===== config.mk =====
export PLATFORM = sky130hd
export DESIGN_NAME = pce_input_top
export DESIGN_NICKNAME = d
export VERILOG_FILES = /design/src/hw/pce_input_pkg.sv /design/src/hw/port_scanner.sv /design/src/hw/mouse_tracker.sv /design/src/hw/port_word_select.sv /design/src/hw/pce_input_top.sv
export VERILOG_INCLUDE_DIRS = /design/src /design/src/hw
export SDC_FILE = /design/constraint.sdc
export NUM_CORES = 1
export LEC_CHECK = 0
export CORE_ASPECT_RATIO = 1.1
export CORE_MARGIN = 3
export CORE_UTILIZATION = 60
export CTS_CLUSTER_SIZE = 8
export DETAILED_ROUTE_END_ITERATION = 10
export DONT_BUFFER_PORTS = 1
export PLACE_DENSITY = 0.76
export RECOVER_POWER = 100
export SYNTH_ARGS = -nofsm -noshare
export SYNTH_HDL_FRONTEND = slang
export SYNTH_SLANG_ARGS = --single-unit
export TNS_END_PERCENT = 5

===== constraint.sdc =====
create_clock -name clk_sys -period 3.7 [get_ports clk_sys]
set_input_delay 0.185 -clock clk_sys [delete_from_list [all_inputs] [get_ports clk_sys]]
set_output_delay 0.185 -clock clk_sys [all_outputs]
set_load 0.01 [all_outputs]

===== src/hw/pce_input_config.svh =====
/* Controller port configuration */

`ifndef PCE_INPUT_CONFIG_SVH
`define PCE_INPUT_CONFIG_SVH

//////////////////////////////////////////////////
// Multitap
//////////////////////////////////////////////////

// Tap ports that carry a gamepad
`define PCE_NUM_PADS 5

//////////////////////////////////////////////////
// Mouse
//////////////////////////////////////////////////

// Clear-low cycles before the nibble phase resyncs
`define PCE_MOUSE_IDLE_CYCLES 32767

//////////////////////////////////////////////////
// Pachinko spring range
//////////////////////////////////////////////////

`define PCE_PACHINKO_MIN 3
`define PCE_PACHINKO_MAX 116
`define PCE_PACHINKO_HI_LIMIT 252
`define PCE_PACHINKO_LO_LIMIT 139

`endif


===== src/hw/pce_input_pkg.sv =====
/* Controller port types */

package pce_input_pkg;

	//////////////////////////////////////////////////
	// Plain vectors
	//////////////////////////////////////////////////

	// Active-high buttons
	// 0 right, 1 left, 2 down, 3 up, 4 I, 5 II, 6 select, 7 run, 8..11 III..VI
	typedef logic [11:0] pad_buttons_t;

	// Four active-low nibbles of one port
	typedef logic [15:0] port_word_t;

	// Nibble returned to the console
	typedef logic [3:0] port_nibble_t;

	// Tap port number
	typedef logic [2:0] port_index_t;

	typedef logic [7:0] mouse_byte_t;

	// Raw analog stick axis
	typedef logic [7:0] stick_axis_t;

	//////////////////////////////////////////////////
	// Grouped signals
	//////////////////////////////////////////////////

	// Console side port lines
	typedef struct packed {
		logic clr;
		logic sel;
	} port_ctrl_t;

	// One motion report, valid for a single cycle
	typedef struct packed {
		logic        valid;
		mouse_byte_t dx;
		mouse_byte_t dy;
		logic        left;
		logic        right;
	} mouse_report_t;

	// Static option bits
	typedef struct packed {
		logic tap_en;
		logic six_button_en;
		logic mouse_en;
		logic pachinko_en;
	} input_cfg_t;

	// Which motion nibble the mouse sends next
	typedef enum logic [1:0] {
		MOUSE_X_HI,
		MOUSE_X_LO,
		MOUSE_Y_HI,
		MOUSE_Y_LO
	} mouse_phase_t;

endpackage


===== src/hw/port_scanner.sv =====
/* Port line scanner */

module port_scanner
	import pce_input_pkg::*;
(
	input  logic         clk_sys,
	input  logic         reset,

	input  port_ctrl_t   port_ctrl,
	input  input_cfg_t   cfg,
	input  port_word_t   port_word,

	output port_nibble_t joy_in,
	output port_index_t  port_index,
	output logic         bank_high,
	output logic         clr_rise
);

	// Port lines from the previous cycle
	port_ctrl_t ctrl_prev;

	logic clr_edge;
	logic sel_edge;
	logic scan_en;

	assign clr_edge = port_ctrl.clr & ~ctrl_prev.clr;
	assign sel_edge = port_ctrl.sel & ~ctrl_prev.sel;

	// Pachinko sits on port 1, so it needs the scan too
	assign scan_en = cfg.tap_en | cfg.pachinko_en;

	//////////////////////////////////////////////////
	// Edge tracking and scan position
	//////////////////////////////////////////////////

	always_ff @(posedge clk_sys) begin
		if (reset) begin
			ctrl_prev  <= '0;
			clr_rise   <= 1'b0;
			port_index <= '0;
			bank_high  <= 1'b0;
		end else begin
			ctrl_prev <= port_ctrl;
			clr_rise  <= clr_edge;

			if (port_ctrl.clr) begin
				port_index <= '0;
				// Six-button pads flip banks on every other clear
				if (clr_edge)
					bank_high <= ~bank_high & cfg.six_button_en;
			end else if (sel_edge && scan_en) begin
				port_index <= port_index + 3'd1;
			end
		end
	end

	//////////////////////////////////////////////////
	// Nibble latch
	//////////////////////////////////////////////////

	always_ff @(posedge clk_sys) begin
		if (reset) begin
			joy_in <= '0;
		end else if (port_ctrl.clr) begin
			joy_in <= '0;
		end else begin
			// Bank picks the upper pair, sel picks within the pair
			joy_in <= port_word[{bank_high, port_ctrl.sel, 2'b00} +: 4];
		end
	end

endmodule


===== src/hw/mouse_tracker.sv =====
/* Mouse nibble sequencer */

`include "pce_input_config.svh"

module mouse_tracker
	import pce_input_pkg::*;
(
	input  logic          clk_sys,
	input  logic          reset,

	input  mouse_report_t mouse,
	input  logic          clr,
	input  logic          clr_rise,

	output mouse_byte_t   mouse_byte
);

	localparam int IDLE_W = $clog2(`PCE_MOUSE_IDLE_CYCLES + 1);
	localparam logic [IDLE_W-1:0] IDLE_LAST = IDLE_W'(`PCE_MOUSE_IDLE_CYCLES);

	mouse_phase_t      phase;
	logic [IDLE_W-1:0] idle_cnt;

	// Latest report, X already negated for the console
	mouse_byte_t cap_x;
	mouse_byte_t cap_y;
	logic        cap_left;
	logic        cap_right;

	// Motion frozen for one four-nibble read
	mouse_byte_t snap_x;
	mouse_byte_t snap_y;

	logic [3:0]  motion_nibble;

	//////////////////////////////////////////////////
	// Idle timeout and phase
	//////////////////////////////////////////////////

	always_ff @(posedge clk_sys) begin
		if (reset) begin
			idle_cnt <= '0;
			phase    <= MOUSE_Y_LO;
		end else begin
			if (clr)
				idle_cnt <= '0;
			else if (idle_cnt != IDLE_LAST)
				idle_cnt <= idle_cnt + 1'b1;

			// Long silence means the game restarts the sequence
			if (idle_cnt == IDLE_LAST)
				phase <= MOUSE_Y_LO;
			if (clr_rise)
				phase <= mouse_phase_t'(phase + 2'd1);
		end
	end

	//////////////////////////////////////////////////
	// Report capture and snapshot
	//////////////////////////////////////////////////

	always_ff @(posedge clk_sys) begin
		if (reset) begin
			cap_x     <= '0;
			cap_y     <= '0;
			cap_left  <= 1'b0;
			cap_right <= 1'b0;
			snap_x    <= '0;
			snap_y    <= '0;
		end else begin
			if (clr_rise && phase == MOUSE_Y_LO) begin
				snap_x <= cap_x;
				snap_y <= cap_y;
				cap_x  <= '0;
				cap_y  <= '0;
			end
			// A fresh report replaces whatever was pending
			if (mouse.valid) begin
				cap_x     <= 8'd0 - mouse.dx;
				cap_y     <= mouse.dy;
				cap_left  <= mouse.left;
				cap_right <= mouse.right;
			end
		end
	end

	always_comb begin
		unique case (phase)
			MOUSE_X_HI: motion_nibble = snap_x[7:4];
			MOUSE_X_LO: motion_nibble = snap_x[3:0];
			MOUSE_Y_HI: motion_nibble = snap_y[7:4];
			MOUSE_Y_LO: motion_nibble = snap_y[3:0];
		endcase
	end

	// Run and select bits left released, the word builder fills them in
	assign mouse_byte = {motion_nibble, 2'b11, ~cap_left, ~cap_right};

endmodule


===== src/hw/port_word_select.sv =====
/* Port word builder */

`include "pce_input_config.svh"

module port_word_select
	import pce_input_pkg::*;
(
	input  logic                              clk_sys,
	input  logic                              reset,

	input  pad_buttons_t [`PCE_NUM_PADS-1:0]  pads,
	input  mouse_byte_t                       mouse_byte,
	input  stick_axis_t                       stick_y,
	input  input_cfg_t                        cfg,
	input  port_index_t                       port_index,

	output port_word_t                        port_word
);

	localparam port_word_t NO_PAD_WORD = 16'h0FFF;

	localparam stick_axis_t PACH_HI_LIMIT = stick_axis_t'(`PCE_PACHINKO_HI_LIMIT);
	localparam stick_axis_t PACH_LO_LIMIT = stick_axis_t'(`PCE_PACHINKO_LO_LIMIT);
	localparam logic [6:0]  PACH_MIN      = 7'(`PCE_PACHINKO_MIN);
	localparam logic [6:0]  PACH_MAX      = 7'(`PCE_PACHINKO_MAX);

	logic [6:0]  pachinko;
	mouse_byte_t mouse_full;

	// Nibble 0 buttons, nibble 1 directions, nibble 2 III..VI, nibble 3 zero
	function automatic port_word_t pad_word(input pad_buttons_t b);
		port_word_t w;
		w = ~{4'hF, b[11:8], b[1], b[2], b[0], b[3], b[7:4]};
		return w;
	endfunction

	//////////////////////////////////////////////////
	// Pachinko position
	//////////////////////////////////////////////////

	// Only the upper half of the stick travel drives the spring
	always_ff @(posedge clk_sys) begin
		if (reset) begin
			pachinko <= PACH_MIN;
		end else if (stick_y > PACH_HI_LIMIT || !stick_y[7]) begin
			pachinko <= PACH_MIN;
		end else if (stick_y < PACH_LO_LIMIT) begin
			pachinko <= PACH_MAX;
		end else begin
			pachinko <= 7'd0 - stick_y[6:0];
		end
	end

	//////////////////////////////////////////////////
	// Word select
	//////////////////////////////////////////////////

	// Pad-0 run and select share the mouse low nibble
	assign mouse_full = mouse_byte & {4'hF, ~pads[0][7], ~pads[0][6], 2'b11};

	always_comb begin
		if (port_index < `PCE_NUM_PADS)
			port_word = pad_word(pads[port_index]);
		else
			port_word = NO_PAD_WORD;

		// Special devices take over their own port
		if (port_index == 3'd0 && cfg.mouse_en)
			port_word = {mouse_full, mouse_full};
		else if (port_index == 3'd1 && cfg.pachinko_en)
			port_word = {9'd0, pachinko};
	end

endmodule


===== src/hw/pce_input_top.sv =====
/* Controller port front end */

`include "pce_input_config.svh"

module pce_input_top
	import pce_input_pkg::*;
(
	input  logic                              clk_sys,
	input  logic                              reset,

	input  pad_buttons_t [`PCE_NUM_PADS-1:0]  pads,
	input  mouse_report_t                     mouse,
	input  stick_axis_t                       stick_y,
	input  input_cfg_t                        cfg,
	input  port_ctrl_t                        port_ctrl,

	output port_nibble_t                      joy_in
);

	port_index_t port_index;
	logic        clr_rise;
	mouse_byte_t mouse_byte;
	port_word_t  port_word;

	//////////////////////////////////////////////////
	// Scan and nibble latch
	//////////////////////////////////////////////////

	port_scanner port_scanner_inst (
		.clk_sys    (clk_sys),
		.reset      (reset),
		.port_ctrl  (port_ctrl),
		.cfg        (cfg),
		.port_word  (port_word),
		.joy_in     (joy_in),
		.port_index (port_index),
		.bank_high  (),
		.clr_rise   (clr_rise)
	);

	//////////////////////////////////////////////////
	// Mouse on port 0
	//////////////////////////////////////////////////

	mouse_tracker mouse_tracker_inst (
		.clk_sys    (clk_sys),
		.reset      (reset),
		.mouse      (mouse),
		.clr        (port_ctrl.clr),
		.clr_rise   (clr_rise),
		.mouse_byte (mouse_byte)
	);

	//////////////////////////////////////////////////
	// Per-port data
	//////////////////////////////////////////////////

	port_word_select port_word_select_inst (
		.clk_sys    (clk_sys),
		.reset      (reset),
		.pads       (pads),
		.mouse_byte (mouse_byte),
		.stick_y    (stick_y),
		.cfg        (cfg),
		.port_index (port_index),
		.port_word  (port_word)
	);

endmodule


# Yosys cells after proc, flatten, opt, wreduce, memory -nomap -nowiden
# Index checks and enable logic that the tools add are counted.
# Widths: inputs -> output; s select.
# classes
eq_ne	6
bitwise	13
addsub	5
shift	1
order_cmp	4
mux	12
n_reduce_logical	14
# ops
cell	count
$mux 16	3
$bmux 12 s3	1
$mux 8	3
$not 16->16	1
$pmux 4 s4	1
$shiftx 16x5->4	1
$add 15x1->15 const B	1
$eq 15x15->1 const B	1
$ne 15x15->1 const B	1
$mux 12	1
$and 8x8->8	1
$gt 8x8->1 const B	1
$lt 8x8->1 const B	1
$sub 1x8->8 const A	1
$mux 7	1
$not 1->1	7
$sub 1x7->7 const A	1
$eq 2x2->1 const B	2
$logic_and 1x1->1	4
$lt 3x4->1 const B	1
$mux 2	2
$reduce_bool 2->1	2
$reduce_or 2->1	2
$add 3x1->3 const B	1
other kinds (12)	14
# totals
out_inout_bits	4
word_cells	71
input_bits	95
register_bits	69

# Logic depth before layout (Yosys ltp)
# Gate-level depths: netlist of the first run.
# depth
depth_word	7
mapped_depth	10
ltp_nobuf	7

# Hierarchy
# From an unflattened synthesis of the first run, not the netlist that was laid out.
# hier_totals
hier_cells	469
area_unflattened_um2	3975.1
# modules_own_cells
mod	n_inst	seq_area_each_um2	area_per_inst_um2	cells_each
mouse_tracker	1	1021.0	2347.3	277
port_word_select	1	140.1	1126.1	150
port_scanner	1	220.2	501.7	42

# Worst setup path after synthesis of the first run
# OpenSTA, ideal clock, no wires.
# synth_path
kind	flip-flop to flip-flop
from	register port_scanner_inst.port_index[1]
to	register port_scanner_inst.joy_in[2]
path_stages_with_launch	10
t_arrival_ps	2057
setup_time_ps	115
required_time_ps	3585
path_slack_ps	1529
synth_period_minus_slack_ps	2171
path_buffers	3
path_cell_list	dfxtp_1 -> buf_2 -> buf_1 -> inv_1 -> ha_1 -> and3b_1 -> clkbuf_1 -> a2111oi_0 -> a211oi_1 -> o21a_1
# synth_between
elab_chain_len	7
elab_cells_between_ends	12
classes_between	order compare (1); eq/ne (1); shift (1); mux (5); bitwise (1); reduce/logical (3)
# synth_rtl
item	line_no	rtl
start: declaration	port_scanner.sv:14	output port_index_t port_index,
start signal: assignment	port_scanner.sv:52	port_index <= port_index + 3'd1;
$bmux 12 s3	port_word_select.sv:63	port_word = pad_word(pads[port_index]);
$mux 12 (not written as such)	port_word_select.sv:63	
$not 16->16	port_word_select.sv:33	w = ~{4'hF, b[11:8], b[1], b[2], b[0], b[3], b[7:4]};
$mux 16	port_word_select.sv:62	if (port_index < `PCE_NUM_PADS)
$mux 16	port_word_select.sv:70	else if (port_index == 3'd1 && cfg.pachinko_en)
$mux 16 (*)	port_word_select.sv:68	if (port_index == 3'd0 && cfg.mouse_en)
$shiftx 16x5->4 (*)	port_scanner.sv:68	joy_in <= port_word[{bank_high, port_ctrl.sel, 2'b00} +: 4];
end signal: assignment	port_scanner.sv:68	
end: declaration	port_scanner.sv:13	output port_nibble_t joy_in,
# Mark *: on every way between the ends. The rest lies on a longest branch, timed or not. The select of a mux whose other input is x is not followed.
# A chain may end at the register's enable or synchronous reset.

# Worst setup path after layout of the first run
# layout_path
from	register port_scanner_inst.port_index[0]
to	register port_scanner_inst.joy_in[0]
# Same word-level chain as after synthesis.

==> results of run 1 <==
cells in the mapped netlist, types with 3 or more instances:
master     instances  share of area
nor3_1             9          0.012
o21ai_0           16          0.022
clkbuf_1          18          0.018
nand2_1           72          0.074
inv_1             14          0.014
xor2_1            10          0.024
nand4_1            4         0.0068
mux4_2             4          0.025
nand3_1            3         0.0041
a21o_1             5          0.010
nor3b_1            4         0.0082
mux4_1             6          0.043
ha_1              11          0.038
nand2b_1           5         0.0085
xnor2_1           12          0.029
a21oi_1           47          0.064
buf_2              3         0.0041
a31oi_1            7          0.012
dfxtp_1           69           0.38
o2111ai_1          3         0.0072
a222oi_1           4          0.011
mux2i_1            6          0.016
nor2_1            71          0.073
nor2b_1            4         0.0068
nor4_1             3         0.0051
worst max-delay path by stage:
stage                                                            start                                endpoint  slack, ns
after floorplan           port_scanner_inst.port_index[1]$_SDFFE_PP0P_  port_scanner_inst.joy_in[2]$_SDFF_PP0_       1.53
after global placement    port_scanner_inst.port_index[0]$_SDFFE_PP0P_  port_scanner_inst.joy_in[0]$_SDFF_PP0_       1.66
after detailed placement  port_scanner_inst.port_index[0]$_SDFFE_PP0P_  port_scanner_inst.joy_in[0]$_SDFF_PP0_       1.62
after CTS                 port_scanner_inst.port_index[0]$_SDFFE_PP0P_  port_scanner_inst.joy_in[0]$_SDFF_PP0_       1.61
after global routing      port_scanner_inst.port_index[0]$_SDFFE_PP0P_  port_scanner_inst.joy_in[0]$_SDFF_PP0_       1.02
final                     port_scanner_inst.port_index[0]$_SDFFE_PP0P_  port_scanner_inst.joy_in[0]$_SDFF_PP0_       1.13
cells in the final DEF (no fill, tap or decap), drive strengths merged, types with 3 or more instances in the layout:
cell / instances
mux4: 10
xor2: 10
dfxtp: 69
nand3: 3
dlygate4sd3: 16
a222oi: 4
a211oi: 3
nor4: 3
a21o: 5
clkbuf: 13
xnor2: 12
mux2i: 6
nor2: 73
or2: 3
a21oi: 47
nor3b: 5
o2111ai: 3
nor2b: 4
nand2: 72
o21ai: 16
nand4: 4
ha: 11
inv: 14
nand2b: 5
a31oi: 7
clkinv: 3
nor3: 9
metrics by stage:
step / utilization / std cells
6_report: 0.694 / 537
5_1_grt: 0.694 / 537
4_1_cts: 0.699 / 537
3_5_place_dp: 0.628 / 504
3_3_place_gp: 0.628 / 504
2_1_floorplan: - / 449
kinds of logic after synthesis:
group	share of synthesized area
xor gates and xnor gates	0.0526
buffers and inverters	0.0420
adders and majority gates	0.0376
muxes	0.0872
DFF	0.377
AOI/OAI and AO/OA	0.168
and+or+nand+nor	0.235
repair_timing:
action	CTS	global route
hold endpoints to repair	43	0
hold buffers	17	0
gates resized for setup	0	0
critical path: stages (launching register included):
cell and delay [ns]:
dfxtp_1 0.50, clkbuf_1 0.71, mux4_2 0.59, or2_0 0.21, a211o_1 0.26, a211oi_1 0.22
flip-flops by register name (all words and copies together), names as in the netlist, 2 cells and up:
name	count
mouse_tracker_inst.cap_x	8
mouse_tracker_inst.phase	2
mouse_tracker_inst.idle_cnt	15
mouse_tracker_inst.cap_y	8
mouse_tracker_inst.snap_x	8
port_word_select_inst.pachinko	7
port_scanner_inst.port_index	3
mouse_tracker_inst.snap_y	8
port_scanner_inst.ctrl_prev	2
port_scanner_inst.joy_in	4
cell type report:
class / instances / share of cell area
flip-flops and latches: 69 / 0.341
repair buffers: 19 / 0.0432
multi-input cells: 342 / 0.521
well taps: 77 / 0.0238
inverters: 14 / 0.0130
clock inverters: 5 / 0.0204
clock buffers: 11 / 0.0374
power breakdown:
| part | switching (uW) | internal [uW] | leakage, uW | total [uW] |
|---|---|---|---|---|
| Sequential | 18.7 | 770 | 0.000563 | 789 |
| Clock | 280 | 417 | 0.000120 | 698 |
| Combinational | 83.7 | 76.0 | 0.000810 | 160 |
routing by layer:
metal | global-route usage | vias up | wire [um]
li1 | - | 1584 | -
met1 | 0.302 | 1458 | 3530
met2 | 0.389 | 97 | 4030
met3 | 0.0576 | 20 | 533
met4 | 0.0876 | 0 | 173
met5 | 0 | - | 0
==> results.cfg, run 1 <==
[outcome]
outcome = complete, but fails checks
failed_checks = max-capacitance violations, max-slew violations

[synth]
synth_edf_count = 0
syn_area_mm2 = 0.00366
async_flop_share = 0
syn_nets = 555
synth.distinct_cells = 52
synth-seq-cells = 69
synth_seq_area_share = 0.377
synthCells = 449
ys.flop_type = dfxtp_1
ys_warn_count = 0
syn_avg_cell_area_um2 = 8.15

[routing]
vias = 3159
ant_nets = 0
drc = 0
wl_per_cell_um = 15.4
first_iter_violations = 197
dr.pass1.iters = 4
via_per_inst = 5.88
wirelength_mm = 8.27

[setup_path]
reg2reg_from = port_scanner_inst.port_index[0]$_SDFFE_PP0P_
endpoint_kind = register
cp.arrival_ns = 2.83
start_kind = register
r2r_slack_ns = 1.13
worstSetupPathType = reg -> reg
rr_worst_depth = 5
reg2reg_to = port_scanner_inst.joy_in[0]$_SDFF_PP0_
worstPathMaxFanout = 14
worstPathRequired_ns = 3.95

[timing]
min_period_ns = 2.57
holdWs_ns = 0.0168
drv_slew = 39
period_share = 0.696
hold_viol = 0
fin_tns_setup_ns = 0
setup_viol = 0
fmax_ghz = 0.389
worst_slack_ns = 1.13
clock_skew_ns = 0.00697
rsz0062_at_grt = false
slew_headroom = -0.0855
worst_pin_slew_ns = 1.63

[final_layout]
area_delta_synth_final_pct = 10.7
nets = 561
drive_gt1_frac = 0.0565
regArea_mm2 = 0.00138
design_area_mm2 = 0.00405
multi_input_area_mm2 = 0.00211
n_fill_cell = 491
n_antenna_cell = 0

[hold_path]
hold_end = mouse_tracker_inst.cap_right$_SDFFE_PP0P_
hp-class = in -> reg
holdPathStages = 2
min_from = mouse[18]

[grt]
antenna_found_initial = 0
track_usage = 0.236
grt_max_degree = 39
grt_pass1_vias = 2881
overflow = 0
grt_pass1_wl_mm = 13.1

[floorplanning]
die_w_um = 80.5
initial_utilization = 0.627
core_mm2 = 0.00584
die_area_mm2 = 0.00708
pin_count = 99
die_h_um = 87.9
rows = 29

[placement]
dpl_cell_area_mm2 = 0.00367
numPortBuffers = 0
dp_slack_ns = 1.62
place_congestion = 0.850
hpwl_mm = 5.73

[clocking]
cts.sinks = 69
cts_buffer_depth = 2
cts_setup_buffers = 0
cts_tree = done
clock_latency_ns = 0.34
cts_buffers = 9
root_buffer = clkbuf_8
clk_pin_slew_ns = 0.07
cts-htree-levels = 3

[job]
drv_cap = 1

[power_and_ir_drop]
leakage_uw = 0.00149
worst_ir_drop_vdd_mv = 0.264
p_per_area_mw_per_mm2 = 406
power_uw = 1650
Note: power is estimated with default switching activity, not from simulation.
==> run 2, diff against run 1 <==
- CORE_UTILIZATION: 60 -> 57
- PLACE_DENSITY: 0.76 -> 0.75
- clock period: 3.7 -> 2.2 ns (I/O delays scaled with it)
==> run 2 against run 1 <==
Compared with the run above:
- the run now ends clean
- combinational power increased by 82%
- sequential share of layout area decreased by 0.13 points
- non-clock buffer count increased by 5
- global-route usage decreased by 0.46 points
- clock-buffer cell count increased by 1
- critical path depth increased by 2
- first-iteration DRC count decreased by 0.51%
- utilization decreased by 3.7 points
- clock skew increased by 0.00051 ns
- die area increased by 4.9%
- sequential power increased by 67%
- fmax increased by 32%
- critical endpoint is now port_scanner_inst.joy_in[2]$_SDFF_PP0_
- largest power group unchanged
- highest routed layer unchanged
==> results.cfg, run 2 (synthesis gave the netlist of run 1 again) <==
[outcome]
outcome = finished, final reports clean

[routing]
first_iter_violations = 196
ant_nets = 0
dr.pass1.iters = 5
wl_per_cell_um = 15.3
drc = 0
vias = 3148
via_per_inst = 5.78
wirelength_mm = 8.35

[final_layout]
largest_reg_flops = 15
area_delta_synth_final_pct = 11.1
finish.utilization = 0.657
layout_common_cells = nand2_1 (72), nor2_1 (72), dfxtp_1 (69)
n_antenna_cell = 0
drive_gt1_frac = 0.0581
n_fill_cell = 533
largest-register = mouse_tracker_inst.idle_cnt
nets = 566

[clocking]
root_buffer = clkbuf_8
clock_latency_ns = 0.34
cts_buffer_depth = 2
ctsHoldBuffers = 21
post_cts_resized = 0
cts_tree = done
cts.sinks = 69
clk_pin_slew_ns = 0.08
cts_buffers = 9
cts-htree-levels = 3
cts_setup_buffers = 0

[timing]
min_period_ns = 1.95
slew_headroom = 0.177
setup_viol = 0
clock_skew_ns = 0.00748
fin_tns_setup_ns = 0
fmax_ghz = 0.513
rsz0062_at_grt = false
hold_viol = 0
drv_slew = 0
period_share = 0.887
worst_pin_slew_ns = 1.22

[floorplanning]
pin_count = 99
die_h_um = 90.1
initial_utilization = 0.591
core_mm2 = 0.00619
die_w_um = 82.4
rows = 30
die_area_mm2 = 0.00742

[setup_path]
endpoint = port_scanner_inst.joy_in[2]$_SDFF_PP0_
slowest_delay_ns = 0.50
endpoint_kind = register
cp-startpoint = port_scanner_inst.port_index[0]$_SDFFE_PP0P_
reg2reg_to = port_scanner_inst.joy_in[2]$_SDFF_PP0_
cp.depth = 7
cp_top_family = compound AO/OA/AOI/OAI gates
worstSetupPathType = reg -> reg
crit_buf_inv = 1
worstPathMaxFanout = 20
start_kind = register
rr_worst_depth = 7
cpMaxStageDelayCell = a2111oi_0
cp.arrival_ns = 2.20
reg2reg_from = port_scanner_inst.port_index[0]$_SDFFE_PP0P_
worstPathRequired_ns = 2.45
cp_cell_sequence = buf_12, ha_1, a21o_1, nor2_1, a2111oi_0, a211oi_1, o21a_1
r2r_slack_ns = 0.25

[power_and_ir_drop]
power_uw = 2500
seqPwrFrac = 0.531
p_switching_uw = 655
worst_ir_drop_vdd_mv = 0.490
p_clk_frac = 0.352
leakage_uw = 0.00149
p_int_uw = 1840
p_per_area_mw_per_mm2 = 614
switching_share = 0.262
combPwrFrac = 0.117

[placement]
place_congestion = 0.945
numPortBuffers = 0
hpwl_mm = 5.76

[grt]
track_usage = 0.232
grt_max_degree = 40
antenna_found_initial = 0
overflow = 0
grt_pass1_vias = 2926
grt_pass1_wl_mm = 13.6

[hold_path]
hp-class = in -> reg

[job]
drv_cap = 0
[run 2: through the flow]
step | hold WS (ns) | cells | setup slack (ns) | cell area, um2
final | 0.00963 | 545 | 0.249 | 4070
after global routing | 0.0141 | 545 | 0.141 | 4070
after CTS | 0.00504 | 545 | 0.315 | 4080
after detailed placement | 0.182 | 508 | 0.333 | 3690
after global placement | 0.185 | 508 | 0.436 | 3690
after floorplan | 0.218 | 449 | 0.0286 | 3660
[run 2: how the worst min path moves through the flow]
stage / from / end / slack [ns] / cells after the start
floorplan: stick_y[7] / port_word_select_inst.pachinko[4]$_SDFF_PP0_ / 0.22 / 1
global placement: reset / mouse_tracker_inst.snap_x[1]$_SDFFE_PP0P_ / 0.18 / 1
detailed placement: reset / port_scanner_inst.ctrl_prev[0]$_SDFF_PP0_ / 0.18 / 1
CTS: stick_y[2] / port_word_select_inst.pachinko[2]$_SDFF_PP0_ / 0.005 / 2
global route: stick_y[2] / port_word_select_inst.pachinko[2]$_SDFF_PP0_ / 0.01 / 2
finish: stick_y[2] / port_word_select_inst.pachinko[2]$_SDFF_PP0_ / 0.01 / 2
[run 2: layout make-up]
class                      instances  area [um2]  share of cell area
sequential                        69        1380               0.340
inverter                          14        52.6              0.0129
clock buffer                      12         135              0.0332
clock inverter                     4        25.0             0.00615
tap                               80         100              0.0246
multi-input combinational        342        2120               0.521
timing repair buffer              24         255              0.0627
[run 2: power groups by stage]
stage,clock (uW),combinational [uW],sequential [uW]
after floorplan,0,218,1340
final,879,292,1320
after detailed placement,0,235,1350
after CTS,887,290,1320
after global placement,0,230,1350
after global routing,937,328,1330
[run 2: layer usage]
layer | global-route usage | part of all wire
met1 | 0.314 | 0.44
met3 | 0.0431 | 0.059
met4 | 0.0983 | 0.020
met5 | 0 | 0
met2 | 0.357 | 0.48
